$ cat config.mk
export PLATFORM = sky130hd
export DESIGN_NAME = pio_top
export DESIGN_NICKNAME = d
export VERILOG_FILES = /design/src/logic/pio_pkg.sv /design/src/logic/pio_top.sv /design/src/logic/pio_sm.sv /design/src/logic/pio_wb_regs.sv /design/src/logic/pio_tx_fifo.sv /design/src/logic/pio_osr.sv /design/src/logic/pio_decoder.sv
export SDC_FILE = /design/constraint.sdc
export NUM_CORES = 2
export LEC_CHECK = 0
export ABC_AREA = 1
export BUFFER_PORTS_ARGS = -buffer_cell sky130_fd_sc_hd__buf_2
export CORE_ASPECT_RATIO = 2
export CORE_MARGIN = 4
export CORE_UTILIZATION = 30
export DETAILED_ROUTE_END_ITERATION = 7
export SYNTH_ARGS = -nofsm -noshare
export SYNTH_HDL_FRONTEND = slang
export SYNTH_SLANG_ARGS = --single-unit
$ cat constraint.sdc
create_clock -name clk -period 20.5 [get_ports clk]
set_input_delay 5.125 -clock clk [delete_from_list [all_inputs] [get_ports clk]]
set_output_delay 5.125 -clock clk [all_outputs]
set_load 0.005 [all_outputs]
$ cat src/logic/pio_pkg.sv
//////////////////////////////////////////////////
// Shared types, opcodes, instruction fields and register map
// FIFO_DEPTH must stay a power of two
//////////////////////////////////////////////////
package pio_pkg;

  localparam int WORD_W = 32;

  typedef logic [WORD_W-1:0] word_t;
  typedef logic [15:0]       instr_t;
  typedef logic [4:0]        pc_t;
  typedef logic [5:0]        count_t;   // 0 to 32
  typedef logic [4:0]        pin_idx_t;

  typedef enum logic [2:0] {
    OP_JMP      = 3'd0,
    OP_WAIT     = 3'd1,
    OP_IN       = 3'd2,
    OP_OUT      = 3'd3,
    OP_PUSHPULL = 3'd4,
    OP_MOV      = 3'd5,
    OP_IRQ      = 3'd6,
    OP_SET      = 3'd7
  } opcode_t;

  // Instruction fields
  localparam int INSTR_OP_LSB     = 13;
  localparam int INSTR_OP1_LSB    = 5;
  localparam int INSTR_MOV_OP_LSB = 3;
  localparam int INSTR_PULL_BIT   = 7;
  localparam int INSTR_BLOCK_BIT  = 5;

  // Source and destination codes shared by OUT, SET and MOV
  localparam logic [2:0] SEL_PINS    = 3'd0;
  localparam logic [2:0] SEL_X       = 3'd1;
  localparam logic [2:0] SEL_Y       = 3'd2;
  localparam logic [2:0] SEL_NULL    = 3'd3;
  localparam logic [2:0] SEL_PINDIRS = 3'd4;
  localparam logic [2:0] SEL_OSR     = 3'd7;

  localparam logic [1:0] MOV_INVERT  = 2'd1;
  localparam logic [1:0] MOV_REVERSE = 2'd2;

  localparam int FIFO_DEPTH   = 4;
  localparam int FIFO_PTR_W   = $clog2(FIFO_DEPTH);
  localparam int FIFO_LEVEL_W = 3;

  // Register map, word addresses
  localparam int ADR_W = 3;
  localparam logic [ADR_W-1:0] REG_CTRL    = 3'd0;
  localparam logic [ADR_W-1:0] REG_PINCTRL = 3'd1;
  localparam logic [ADR_W-1:0] REG_WRAP    = 3'd2;
  localparam logic [ADR_W-1:0] REG_TXF     = 3'd3;
  localparam logic [ADR_W-1:0] REG_FSTAT   = 3'd4;

  localparam int CTRL_ENABLE_BIT       = 0;
  localparam int CTRL_SHIFT_RIGHT_BIT  = 1;
  localparam int CTRL_AUTOPULL_BIT     = 2;
  localparam int CTRL_THRESH_LSB       = 8;
  localparam int PINCTRL_OUT_BASE_LSB  = 0;
  localparam int PINCTRL_OUT_COUNT_LSB = 5;
  localparam int PINCTRL_SET_BASE_LSB  = 11;
  localparam int PINCTRL_SET_COUNT_LSB = 16;
  localparam int WRAP_BOTTOM_LSB       = 0;
  localparam int WRAP_TOP_LSB          = 8;
  localparam int FSTAT_LEVEL_LSB       = 0;
  localparam int FSTAT_FULL_BIT        = 8;
  localparam int FSTAT_EMPTY_BIT       = 9;

endpackage
$ cat src/logic/pio_top.sv
//////////////////////////////////////////////////
// PIO TX machine, program memory lives outside
// instr must follow pc in the same cycle
//////////////////////////////////////////////////
`timescale 1ns/100ps
module pio_top (
  input  logic                       clk,
  input  logic                       reset,
  input  logic                       wb_cyc,
  input  logic                       wb_stb,
  input  logic                       wb_we,
  input  logic [pio_pkg::ADR_W-1:0]  wb_adr,
  input  pio_pkg::word_t             wb_dat_w,
  input  pio_pkg::instr_t            instr,
  output pio_pkg::word_t             wb_dat_r,
  output logic                       wb_ack,
  output pio_pkg::pc_t               pc,
  output pio_pkg::word_t             output_pins,
  output pio_pkg::word_t             pin_directions
);
  import pio_pkg::*;

  logic                    push;
  logic                    pop;
  logic                    fifo_full;
  logic                    fifo_empty;
  logic [FIFO_LEVEL_W-1:0] fifo_level;
  word_t                   push_data;
  word_t                   pop_data;
  logic                    enable;
  logic                    out_shift_right;
  logic                    autopull;
  count_t                  pull_thresh;
  count_t                  out_count;
  pin_idx_t                out_base;
  pin_idx_t                set_base;
  logic [2:0]              set_count;
  pc_t                     wrap_bottom;
  pc_t                     wrap_top;

  pio_wb_regs regs_i (
    .clk             (clk),
    .reset           (reset),
    .wb_cyc          (wb_cyc),
    .wb_stb          (wb_stb),
    .wb_we           (wb_we),
    .wb_adr          (wb_adr),
    .wb_dat_w        (wb_dat_w),
    .fifo_full       (fifo_full),
    .fifo_empty      (fifo_empty),
    .fifo_level      (fifo_level),
    .wb_dat_r        (wb_dat_r),
    .wb_ack          (wb_ack),
    .push            (push),
    .push_data       (push_data),
    .enable          (enable),
    .out_shift_right (out_shift_right),
    .autopull        (autopull),
    .pull_thresh     (pull_thresh),
    .out_base        (out_base),
    .out_count       (out_count),
    .set_base        (set_base),
    .set_count       (set_count),
    .wrap_bottom     (wrap_bottom),
    .wrap_top        (wrap_top)
  );

  pio_tx_fifo fifo_i (
    .clk       (clk),
    .reset     (reset),
    .push      (push),
    .push_data (push_data),
    .pop       (pop),
    .pop_data  (pop_data),
    .full      (fifo_full),
    .empty     (fifo_empty),
    .level     (fifo_level)
  );

  pio_sm sm_i (
    .clk             (clk),
    .reset           (reset),
    .instr           (instr),
    .enable          (enable),
    .out_shift_right (out_shift_right),
    .autopull        (autopull),
    .pull_thresh     (pull_thresh),
    .out_base        (out_base),
    .set_base        (set_base),
    .out_count       (out_count),
    .set_count       (set_count),
    .wrap_bottom     (wrap_bottom),
    .wrap_top        (wrap_top),
    .fifo_empty      (fifo_empty),
    .fifo_data       (pop_data),
    .pc              (pc),
    .pop             (pop),
    .output_pins     (output_pins),
    .pin_directions  (pin_directions)
  );

endmodule

$ cat src/logic/pio_sm.sv
//////////////////////////////////////////////////
// One instruction per clock while enabled
// No side-set, delays, WAIT, IRQ or RX path
//////////////////////////////////////////////////
`timescale 1ns/100ps
module pio_sm (
  input  logic               clk,
  input  logic               reset,
  input  pio_pkg::instr_t    instr,
  input  logic               enable,
  input  logic               out_shift_right,
  input  logic               autopull,
  input  pio_pkg::count_t    pull_thresh,
  input  pio_pkg::pin_idx_t  out_base,
  input  pio_pkg::pin_idx_t  set_base,
  input  pio_pkg::count_t    out_count,
  input  logic [2:0]         set_count,
  input  pio_pkg::pc_t       wrap_bottom,
  input  pio_pkg::pc_t       wrap_top,
  input  logic               fifo_empty,
  input  pio_pkg::word_t     fifo_data,
  output pio_pkg::pc_t       pc,
  output logic               pop,
  output pio_pkg::word_t     output_pins,
  output pio_pkg::word_t     pin_directions
);
  import pio_pkg::*;

  opcode_t    op;
  logic [2:0] op1;
  pin_idx_t   op2;
  logic [2:0] mov_src;
  logic [1:0] mov_op;
  logic       is_pull;
  logic       blocking;

  word_t      x_q;
  word_t      y_q;
  word_t      x_next;
  word_t      y_next;
  word_t      osr_out;
  word_t      osr_load_data;
  word_t      mov_val;
  word_t      wr_val;
  count_t     osr_count;
  count_t     wr_count;
  pin_idx_t   wr_base;
  pin_idx_t   shift_bits;
  logic       osr_load;
  logic       osr_shift;
  logic       auto_due;
  logic       stall;
  logic       jump;
  logic       x_we;
  logic       y_we;
  logic       pins_we;
  logic       dirs_we;

  // Bit i of val lands on pin (base + i) mod 32
  function automatic word_t merge_pins(word_t old, word_t val, pin_idx_t base, count_t cnt);
    word_t    res;
    pin_idx_t idx;
    res = old;
    for (int i = 0; i < WORD_W; i++) begin
      idx = base + pin_idx_t'(i);
      if (i < cnt) res[idx] = val[i];
    end
    return res;
  endfunction

  pio_decoder decoder_i (
    .instr    (instr),
    .op       (op),
    .op1      (op1),
    .op2      (op2),
    .mov_src  (mov_src),
    .mov_op   (mov_op),
    .is_pull  (is_pull),
    .blocking (blocking)
  );

  // Outside OUT a 32-bit width makes shift_out the whole OSR for MOV
  assign shift_bits = (op == OP_OUT) ? op2 : '0;

  pio_osr osr_i (
    .clk         (clk),
    .reset       (reset),
    .load        (osr_load),
    .load_data   (osr_load_data),
    .shift       (osr_shift),
    .shift_bits  (shift_bits),
    .shift_right (out_shift_right),
    .shift_out   (osr_out),
    .count       (osr_count)
  );

  assign auto_due = autopull && (osr_count >= pull_thresh);

  always_comb begin
    case (mov_src)
      SEL_X:   mov_val = x_q;
      SEL_Y:   mov_val = y_q;
      SEL_OSR: mov_val = osr_out;
      default: mov_val = '0; // Null
    endcase
    case (mov_op)
      MOV_INVERT:  mov_val = ~mov_val;
      MOV_REVERSE: mov_val = {<<{mov_val}};
      default: ;
    endcase
  end

  always_comb begin
    stall         = 1'b0;
    jump          = 1'b0;
    pop           = 1'b0;
    osr_load      = 1'b0;
    osr_load_data = fifo_data;
    osr_shift     = 1'b0;
    x_we          = 1'b0;
    y_we          = 1'b0;
    x_next        = osr_out;
    y_next        = osr_out;
    pins_we       = 1'b0;
    dirs_we       = 1'b0;
    wr_val        = osr_out;
    wr_base       = out_base;
    wr_count      = out_count;
    if (enable) begin
      case (op)
        OP_JMP: begin
          case (op1)
            3'd0:    jump = 1'b1;
            3'd1:    jump = (x_q == '0);
            3'd2:    jump = (x_q != '0);
            3'd3:    jump = (y_q == '0);
            3'd4:    jump = (y_q != '0);
            3'd5:    jump = (x_q != y_q);
            3'd7:    jump = (osr_count < pull_thresh); // OSR not empty
            default: jump = 1'b0;                      // No pin condition
          endcase
          x_we   = (op1 == 3'd2) && (x_q != '0); // Post-decrement
          x_next = x_q - 1'b1;
          y_we   = (op1 == 3'd4) && (y_q != '0);
          y_next = y_q - 1'b1;
        end
        OP_OUT: begin
          if (auto_due) begin
            stall    = 1'b1; // Refill now, the OUT runs next cycle
            pop      = !fifo_empty;
            osr_load = !fifo_empty;
          end else begin
            osr_shift = 1'b1;
            pins_we   = (op1 == SEL_PINS);
            dirs_we   = (op1 == SEL_PINDIRS);
            x_we      = (op1 == SEL_X);
            y_we      = (op1 == SEL_Y);
          end
        end
        OP_PUSHPULL: begin
          if (is_pull) begin
            if (!fifo_empty) begin
              pop      = 1'b1;
              osr_load = 1'b1;
            end else if (blocking) begin
              stall = 1'b1;
            end else begin
              osr_load      = 1'b1; // Empty non-blocking pull takes X
              osr_load_data = x_q;
            end
          end
        end
        OP_MOV: begin
          wr_val        = mov_val;
          x_next        = mov_val;
          y_next        = mov_val;
          osr_load_data = mov_val;
          pins_we       = (op1 == SEL_PINS);
          x_we          = (op1 == SEL_X);
          y_we          = (op1 == SEL_Y);
          osr_load      = (op1 == SEL_OSR);
        end
        OP_SET: begin
          wr_val   = word_t'(op2);
          wr_base  = set_base;
          wr_count = count_t'(set_count);
          x_next   = word_t'(op2);
          y_next   = word_t'(op2);
          pins_we  = (op1 == SEL_PINS);
          dirs_we  = (op1 == SEL_PINDIRS);
          x_we     = (op1 == SEL_X);
          y_we     = (op1 == SEL_Y);
        end
        default: ; // WAIT, IN, IRQ and PUSH
      endcase
      if (op != OP_OUT && auto_due && !fifo_empty && !osr_load) begin
        pop      = 1'b1; // Background autopull
        osr_load = 1'b1;
      end
    end
  end

  always_ff @(posedge clk) begin
    if (reset) begin
      pc             <= '0;
      x_q            <= '0;
      y_q            <= '0;
      output_pins    <= '0;
      pin_directions <= '0;
    end else if (enable && !stall) begin
      if (jump) begin
        pc <= op2;
      end else if (pc == wrap_top) begin
        pc <= wrap_bottom;
      end else begin
        pc <= pc + 1'b1;
      end
      if (x_we) x_q <= x_next;
      if (y_we) y_q <= y_next;
      if (pins_we) output_pins <= merge_pins(output_pins, wr_val, wr_base, wr_count);
      if (dirs_we) pin_directions <= merge_pins(pin_directions, wr_val, wr_base, wr_count);
    end
  end

endmodule

$ cat src/logic/pio_wb_regs.sv
//////////////////////////////////////////////////
// Wishbone classic slave, acks one cycle after stb
// TXF writes hold off the ack while the FIFO is full
//////////////////////////////////////////////////
`timescale 1ns/100ps
module pio_wb_regs (
  input  logic                              clk,
  input  logic                              reset,
  input  logic                              wb_cyc,
  input  logic                              wb_stb,
  input  logic                              wb_we,
  input  logic [pio_pkg::ADR_W-1:0]         wb_adr,
  input  pio_pkg::word_t                    wb_dat_w,
  input  logic                              fifo_full,
  input  logic                              fifo_empty,
  input  logic [pio_pkg::FIFO_LEVEL_W-1:0]  fifo_level,
  output pio_pkg::word_t                    wb_dat_r,
  output logic                              wb_ack,
  output logic                              push,
  output pio_pkg::word_t                    push_data,
  output logic                              enable,
  output logic                              out_shift_right,
  output logic                              autopull,
  output pio_pkg::count_t                   pull_thresh,
  output pio_pkg::pin_idx_t                 out_base,
  output pio_pkg::count_t                   out_count,
  output pio_pkg::pin_idx_t                 set_base,
  output logic [2:0]                        set_count,
  output pio_pkg::pc_t                      wrap_bottom,
  output pio_pkg::pc_t                      wrap_top
);
  import pio_pkg::*;

  word_t    ctrl_q;
  word_t    pinctrl_q;
  word_t    wrap_q;
  word_t    fstat;
  pin_idx_t thresh_field;
  logic     req;
  logic     txf_wr;

  assign req    = wb_cyc && wb_stb && !wb_ack; // Master still holds stb in the ack cycle
  assign txf_wr = req && wb_we && (wb_adr == REG_TXF);

  assign enable          = ctrl_q[CTRL_ENABLE_BIT];
  assign out_shift_right = ctrl_q[CTRL_SHIFT_RIGHT_BIT];
  assign autopull        = ctrl_q[CTRL_AUTOPULL_BIT];
  assign thresh_field    = ctrl_q[CTRL_THRESH_LSB +: $bits(pin_idx_t)];
  assign pull_thresh     = (thresh_field == '0) ? count_t'(WORD_W) : count_t'(thresh_field);
  assign out_base        = pinctrl_q[PINCTRL_OUT_BASE_LSB +: $bits(pin_idx_t)];
  assign out_count       = pinctrl_q[PINCTRL_OUT_COUNT_LSB +: $bits(count_t)];
  assign set_base        = pinctrl_q[PINCTRL_SET_BASE_LSB +: $bits(pin_idx_t)];
  assign set_count       = pinctrl_q[PINCTRL_SET_COUNT_LSB +: 3];
  assign wrap_bottom     = wrap_q[WRAP_BOTTOM_LSB +: $bits(pc_t)];
  assign wrap_top        = wrap_q[WRAP_TOP_LSB +: $bits(pc_t)];

  always_comb begin
    fstat = '0;
    fstat[FSTAT_LEVEL_LSB +: FIFO_LEVEL_W] = fifo_level;
    fstat[FSTAT_FULL_BIT]  = fifo_full;
    fstat[FSTAT_EMPTY_BIT] = fifo_empty;
  end

  always_ff @(posedge clk) begin
    if (reset) begin
      wb_ack    <= 1'b0;
      push      <= 1'b0;
      ctrl_q    <= '0;
      pinctrl_q <= '0;
      wrap_q    <= '0;
    end else begin
      wb_ack <= req && !(txf_wr && fifo_full); // Back-pressure toward the host
      push   <= txf_wr && !fifo_full;          // Lands with the ack
      if (req && wb_we) begin
        case (wb_adr)
          REG_CTRL:    ctrl_q    <= wb_dat_w;
          REG_PINCTRL: pinctrl_q <= wb_dat_w;
          REG_WRAP:    wrap_q    <= wb_dat_w;
          default: ;
        endcase
      end
    end
  end

  always_ff @(posedge clk) begin
    push_data <= wb_dat_w;
    case (wb_adr)
      REG_CTRL:    wb_dat_r <= ctrl_q;
      REG_PINCTRL: wb_dat_r <= pinctrl_q;
      REG_WRAP:    wb_dat_r <= wrap_q;
      REG_FSTAT:   wb_dat_r <= fstat;
      default:     wb_dat_r <= '0; // TXF reads as zero
    endcase
  end

  // A pending cycle keeps its address and data until the ack
  a_hold_until_ack: assert property (@(posedge clk) disable iff (reset)
    req |=> (wb_ack || (wb_cyc && wb_stb && $stable({wb_we, wb_adr, wb_dat_w}))));
  a_push_not_full: assert property (@(posedge clk) disable iff (reset) !(push && fifo_full));

endmodule

$ cat src/logic/pio_tx_fifo.sv
//////////////////////////////////////////////////
// First-word-fall-through TX FIFO, no overflow guard
// Callers must respect full and empty
//////////////////////////////////////////////////
`timescale 1ns/100ps
module pio_tx_fifo (
  input  logic                              clk,
  input  logic                              reset,
  input  logic                              push,
  input  pio_pkg::word_t                    push_data,
  input  logic                              pop,
  output pio_pkg::word_t                    pop_data,
  output logic                              full,
  output logic                              empty,
  output logic [pio_pkg::FIFO_LEVEL_W-1:0]  level
);
  import pio_pkg::*;

  word_t                 mem [FIFO_DEPTH];
  logic [FIFO_PTR_W-1:0] wr_ptr;
  logic [FIFO_PTR_W-1:0] rd_ptr;

  assign pop_data = mem[rd_ptr]; // Head word visible while not empty
  assign full     = (level == FIFO_LEVEL_W'(FIFO_DEPTH));
  assign empty    = (level == '0);

  always_ff @(posedge clk) begin
    if (push) begin
      mem[wr_ptr] <= push_data;
    end
  end

  always_ff @(posedge clk) begin
    if (reset) begin
      wr_ptr <= '0;
      rd_ptr <= '0;
      level  <= '0;
    end else begin
      if (push) wr_ptr <= wr_ptr + 1'b1; // Pointers wrap at the depth
      if (pop) rd_ptr <= rd_ptr + 1'b1;
      case ({push, pop})
        2'b10:   level <= level + 1'b1;
        2'b01:   level <= level - 1'b1;
        default: ;
      endcase
    end
  end

  a_no_pop_empty: assert property (@(posedge clk) disable iff (reset) pop |-> !empty);

endmodule

$ cat src/logic/pio_osr.sv
//////////////////////////////////////////////////
// Output shift register, shift of 0 bits means 32
//////////////////////////////////////////////////
`timescale 1ns/100ps
module pio_osr (
  input  logic               clk,
  input  logic               reset,
  input  logic               load,
  input  pio_pkg::word_t     load_data,
  input  logic               shift,
  input  pio_pkg::pin_idx_t  shift_bits,
  input  logic               shift_right,
  output pio_pkg::word_t     shift_out,
  output pio_pkg::count_t    count
);
  import pio_pkg::*;

  word_t      osr_q;
  word_t      mask;
  count_t     n;
  logic [6:0] sum;

  assign n    = (shift_bits == '0) ? count_t'(WORD_W) : count_t'(shift_bits);
  assign mask = ~(word_t'('1) << n);
  assign sum  = count + n;

  // Selected bits come out right-aligned in both directions
  assign shift_out = shift_right ? (osr_q & mask) : (osr_q >> (count_t'(WORD_W) - n));

  always_ff @(posedge clk) begin
    if (load) begin
      osr_q <= load_data;
    end else if (shift) begin
      osr_q <= shift_right ? (osr_q >> n) : (osr_q << n); // Zero fill
    end
  end

  always_ff @(posedge clk) begin
    if (reset) begin
      count <= count_t'(WORD_W); // Empty after reset
    end else if (load) begin
      count <= '0;
    end else if (shift) begin
      count <= (sum > 7'(WORD_W)) ? count_t'(WORD_W) : sum[5:0]; // Saturates at 32
    end
  end

  a_load_xor_shift: assert property (@(posedge clk) disable iff (reset) !(load && shift));

endmodule

$ cat src/logic/pio_decoder.sv
//////////////////////////////////////////////////
// Instruction field split, bits 12:8 are ignored
//////////////////////////////////////////////////
`timescale 1ns/100ps
module pio_decoder (
  input  pio_pkg::instr_t    instr,
  output pio_pkg::opcode_t   op,
  output logic [2:0]         op1,
  output pio_pkg::pin_idx_t  op2,
  output logic [2:0]         mov_src,
  output logic [1:0]         mov_op,
  output logic               is_pull,
  output logic               blocking
);
  import pio_pkg::*;

  assign op       = opcode_t'(instr[INSTR_OP_LSB +: 3]);
  assign op1      = instr[INSTR_OP1_LSB +: 3];   // Condition or destination
  assign op2      = instr[4:0];                  // Address, data or bit count
  assign mov_src  = instr[2:0];
  assign mov_op   = instr[INSTR_MOV_OP_LSB +: 2];
  assign is_pull  = instr[INSTR_PULL_BIT];       // Clear for PUSH
  assign blocking = instr[INSTR_BLOCK_BIT];

endmodule

==> reports/qor.txt, run 1 <==
routability cong.: 1.356
number of global-route vias before repair: 81.98k
Die Y: 607.1 um
GRT Overall Usage: 0.5561
setup repair bufs after CTS: 0
post-CTS sizing: 0
port buffer count: 152
largest family of logic cells by synthesized area: simple AND/OR/NAND/NOR gates
post-synthesis simple-gate area fraction: 0.3478
TritonCTS buffer count: 50
Initial Util: 0.3023
CTS Buffer Depth: 3
level count of the clock H-tree: 2
last step reached: global routing (5_1_grt)
ys flop type: dfxtp_1
Cell Rows: 219
Yosys cell types: 73
CTS Hold Bufs: 0
#FFs+latches synth: 470
synthesized area per cell: 5.629 um2
ys async rst share: 0
I/O pins: 158
Log Error: [ERROR GRT-0116] Global routing finished with congestion. Check the congestion regions in the DRC Viewer.
number of flops mapped to enable cells by yosys: 160
Post-Synth XOR/XNOR Area: 0.009040
Adder-Cell Fraction of Synth Area: 0.009110
CTS root buf: clkbuf_16
Yosys warnings: 0
status: did not finish
share of the yosys chip area belonging to registers: 0.2045
pin count of the biggest net entering global routing: 66
Synth Cell Area: 53840 um2
syn nets: 9659
total grt overflow: 315
Clock Sinks: 470
post-synthesis compound-gate area fraction: 0.2685
Mapped Cells: 9565
Die Span X: 307.6 um
detailed placement HPWL: 334.5 mm
global-route wire length before repair: 743.0 mm
post-synthesis mux area share: 0.002417
cells in the mapped netlist (48+ instances only):
cell         n  share of area
inv_2       77         0.0054
nand2_1   2889           0.20
o22ai_1    128          0.015
inv_1     1436           0.10
o21ai_0    563          0.052
a31oi_1    145          0.017
o211ai_1   101          0.014
edfxtp_1   160          0.089
dfxtp_1    310           0.12
clkbuf_1   337          0.023
o21ai_1    112          0.010
buf_1       48         0.0033
nor2_1    1196          0.083
o32ai_1    305          0.050
a32oi_1    317          0.052
buf_2       85         0.0079
a21oi_1    318          0.030
nand3_1    455          0.042
metal layers:
layer / global-route usage / GRT overflow
met2: 0.7448 / 155
met1: 0.5394 / 1
met4: 0.5737 / 151
met5: 0.1440 / 1
met3: 0.3764 / 7
cells by family after synthesis:
family          Yosys count
fa+ha+maj                38
mux                      13
flops                   470
compound gates         2178
xor+xnor                 53
buf+inv                2106
simple gates           4707
metrics by stage:
stage	cell area, um2	hold WS (ps)	worst slack, ps	cells	util
4_1_cts	58570	432.2	6784	11810	0.3288
3_5_place_dp	56890	445.4	6040	11720	0.3194
3_3_place_gp	56890	441.4	5916	11720	0.3194
2_1_floorplan	53840	423.6	10150	9565	-
==> run 2, diff against run 1 <==
- CORE_ASPECT_RATIO: 2 -> unset
- CORE_UTILIZATION: 30 -> 20
- PLACE_DENSITY_LB_ADDON: unset -> 0.15
==> run 2 against run 1 <==
  * The flow now finishes, with violations (design-rule violations)
  * Synthesized cell count did not move
  * Synthesized area did not move
==> reports/qor.txt, run 2 <==
ANT nets after route: 0
Slowest-stage cell, CP: nand2_1
max cap viols: 0
I/O pins: 158 (unchanged)
multi-input logic area: 34690 um2
CP endpoint kind: flop
pin count of the biggest net entering global routing: 114
number of global-route vias before repair: 64.87k
R2R Path Start: regs_i.ctrl_q[0]
synthesized area per cell: 5.629 um2 (unchanged)
CP Data Required Time: 21040 ps
sequential share of power: 0.362
level count of the clock H-tree: 2 (unchanged)
RSZ-0062 raised after global routing: false
met2 routed WL: 170.3 mm
Cell Area, Placed: 58290 um2 (+2.5%)
Final setup viols: 0
initial antenna violation count: 37
post-route clock period utilization: 0.7181
VDD IR-drop max: 0.06667 mV
logic gate share of total power: 0.267
Max Fclk: 67.93 MHz
global-route wire length before repair: 543.4 mm
Worst Tran Pin Value: 1172 ps
slowest stage delay, CP: 820 ps
final hold vios: 0
post-CTS sizing: 0 (unchanged)
largest register by flop count: fifo_i.mem
Reg area: 11020 um2
Pint: 0.001632 W
Die Span X: 526.8 um (+71%)
Rel. slew slack: 0.2170
CTS Hold Bufs: 0 (unchanged)
Synth Cell Area: 53840 um2 (unchanged)
critical hold path startpoint: regs_i.ctrl_q[20]
synth top area cells: nand2_1 (20%), dfxtp_1 (12%), inv_1 (10%)
ys flop type: dfxtp_1
hold path cells: 2
CTS root buf: clkbuf_16
Clock power frac: 0.371
crit path from: instr[13]
Setup CP Type: in2reg
Cell Rows: 190 (-13%)
max-slew violations: 0
DR WL met3: 40.01 mm
Final Critical Period: 14720 ps
Total Routed Length: 404.8 mm
CTS clk-pin slew, worst paths: 70 ps
layout net count: 9511
routability cong.: 1.018 (-25%)
area leader, netlist: nand2_1
Total Negative Setup Slacks: 0 ps
layout cells sized above 1: 0.07367
total grt overflow: 0
number of flops mapped to enable cells by yosys: 160 (unchanged)
TritonCTS buffer count: 53 (+6.0%)
DRT met1 WL: 163.7 mm
Yosys cell types: 73 (unchanged)
Hold Crit Class: reg2reg
total number of vias: 70.56k
GRT Overall Usage: 0.2758
max reg flops: 128
CTS tree: done
Avg WL per Cell: 31.07 um
syn nets: 9659 (unchanged)
Clock Sinks: 470 (unchanged)
die area: 277600 um2
Clock Latency Late Sink: 670 ps
initial DRC count: 9163
leakage power: 25.09 nW
Mapped Cells: 9565 (unchanged)
clk_skew: 40.11 ps
CTS Buffer Depth: 3 (unchanged)
DRT Pass-1 Iters: 8
Top Metal Used: met5
failing checks: design-rule violations
setup repair bufs after CTS: 0 (unchanged)
FILL cells: 30.94k
most frequent cells in the layout: nand2_1 (2886), inv_1 (1422), nor2_1 (1186)
Sw Share: 0.3944
count leader, synth: nand2_1
CP most frequent cell: nand2_1
core footprint: 267900 um2
top cell type's share of synthesized area: 0.2014 (unchanged)
#FFs+latches synth: 470 (unchanged)
post-route cell area: 60100 um2
status: complete, but fails checks
top post-synthesis cells by count: nand2_1 (2889), inv_1 (1436), nor2_1 (1196)
Yosys warnings: 0 (unchanged)
commonest non-fill, non-tap cell in the layout: nand2_1
port buffer count: 152 (unchanged)
critical path data arrival time: 15260 ps
# DRC: 7
power density cells: 44.84 nW/um2
Initial Util: 0.2010 (-0.1013)
worst r2r path cells: 48
Area growth syn-to-layout: 11.63%
ys async rst share: 0 (unchanged)
vias per cell: 5.415
Setup crit start kind: input pin
share of the yosys chip area belonging to registers: 0.2045 (unchanged)
critical path peak fanout: 48
detailed placement HPWL: 301.7 mm (-9.8%)
P_sw: 0.001063 W
Die Y: 526.8 um (-13%)
==> run 2: cell counts after synthesis <==
No cell type changed its count.
==> run 2: path summary, 6_finish.rpt <==
check,slack (ps),end
worst max register to register,11360,sm_i.output_pins[28]
worst max-delay path,5780,sm_i.pin_directions[0]
worst min register to register,460,regs_i.ctrl_q[20]
worst min-delay path,460,regs_i.ctrl_q[20]
==> run 2: metal layers <==
metal,GRT usage,vias up
li1,-,31360
met1,0.3516,34140
met2,0.4192,4152
met3,0.06432,882
met4,0.1709,18
met5,0,-
==> run 2: power by group through the flow <==
| stage | Clock [W] | Combinational [W] | Sequential, W |
|---|---|---|---|
| 2_1_floorplan | 0 | 0.000324 | 0.000993 |
| 3_3_place_gp | 0 | 0.000691 | 0.000995 |
| 3_5_place_dp | 0 | 0.000688 | 0.000995 |
| 4_1_cts | 0.00103 | 0.000688 | 0.000975 |
| 5_1_grt | 0.00106 | 0.000719 | 0.000975 |
| 6_report | 0.00100 | 0.000720 | 0.000975 |
==> run 2: stage by stage <==
step | utilization | total power (W) | setup WS [ps] | instances | hold slack [ps]
after floorplan | - | 0.001317 | 10150 | 9565 | 423.6
after global placement | 0.2176 | 0.001686 | 5421 | 12910 | 440.4
after detailed placement | 0.2176 | 0.001683 | 5468 | 12910 | 445.3
after CTS | 0.2242 | 0.002693 | 6205 | 13010 | 455.5
after global routing | 0.2242 | 0.002755 | 5423 | 13020 | 471.0
final | 0.2243 | 0.002695 | 5780 | 13030 | 455.3
==> run 2: area by class of cell <==
| class | instances | share of cell area |
|---|---|---|
| sequential | 470 | 0.1833 |
| antenna | 16 | 0.0006662 |
| tap | 3552 | 0.07395 |
| clock inverter | 32 | 0.005954 |
| inverter | 1545 | 0.09683 |
| timing repair buffer | 358 | 0.03860 |
| clock buffer | 67 | 0.02344 |
| multi-input combinational | 6989 | 0.5773 |
==> run 2: critical path: cells and delay by family <==
kind	cells	cell delay, ps
adder cells (fa/ha/maj)	1	190
AO/OA/AOI/OAI	7	2380
AND/OR/NAND/NOR	34	4950
buffers and inverters	7	2360
==> run 2: cells by family (layout without fill, tap and decap cells) <==
group / count (synthesis) / count (layout) / share of synthesized area
AND/OR/NAND/NOR: 4707 / 4707 / 0.3478
AO/OA/AOI/OAI: 2178 / 2178 / 0.2685
buffers and inverters: 2106 / 2002 / 0.1586
flip-flops: 470 / 470 / 0.2045
XOR/XNOR: 53 / 53 / 0.009040
adder cells (fa/ha/maj): 38 / 38 / 0.009110
multiplexers: 13 / 13 / 0.002417
other: 0 / 16 / 0
Power figures use the tool's default switching activity.
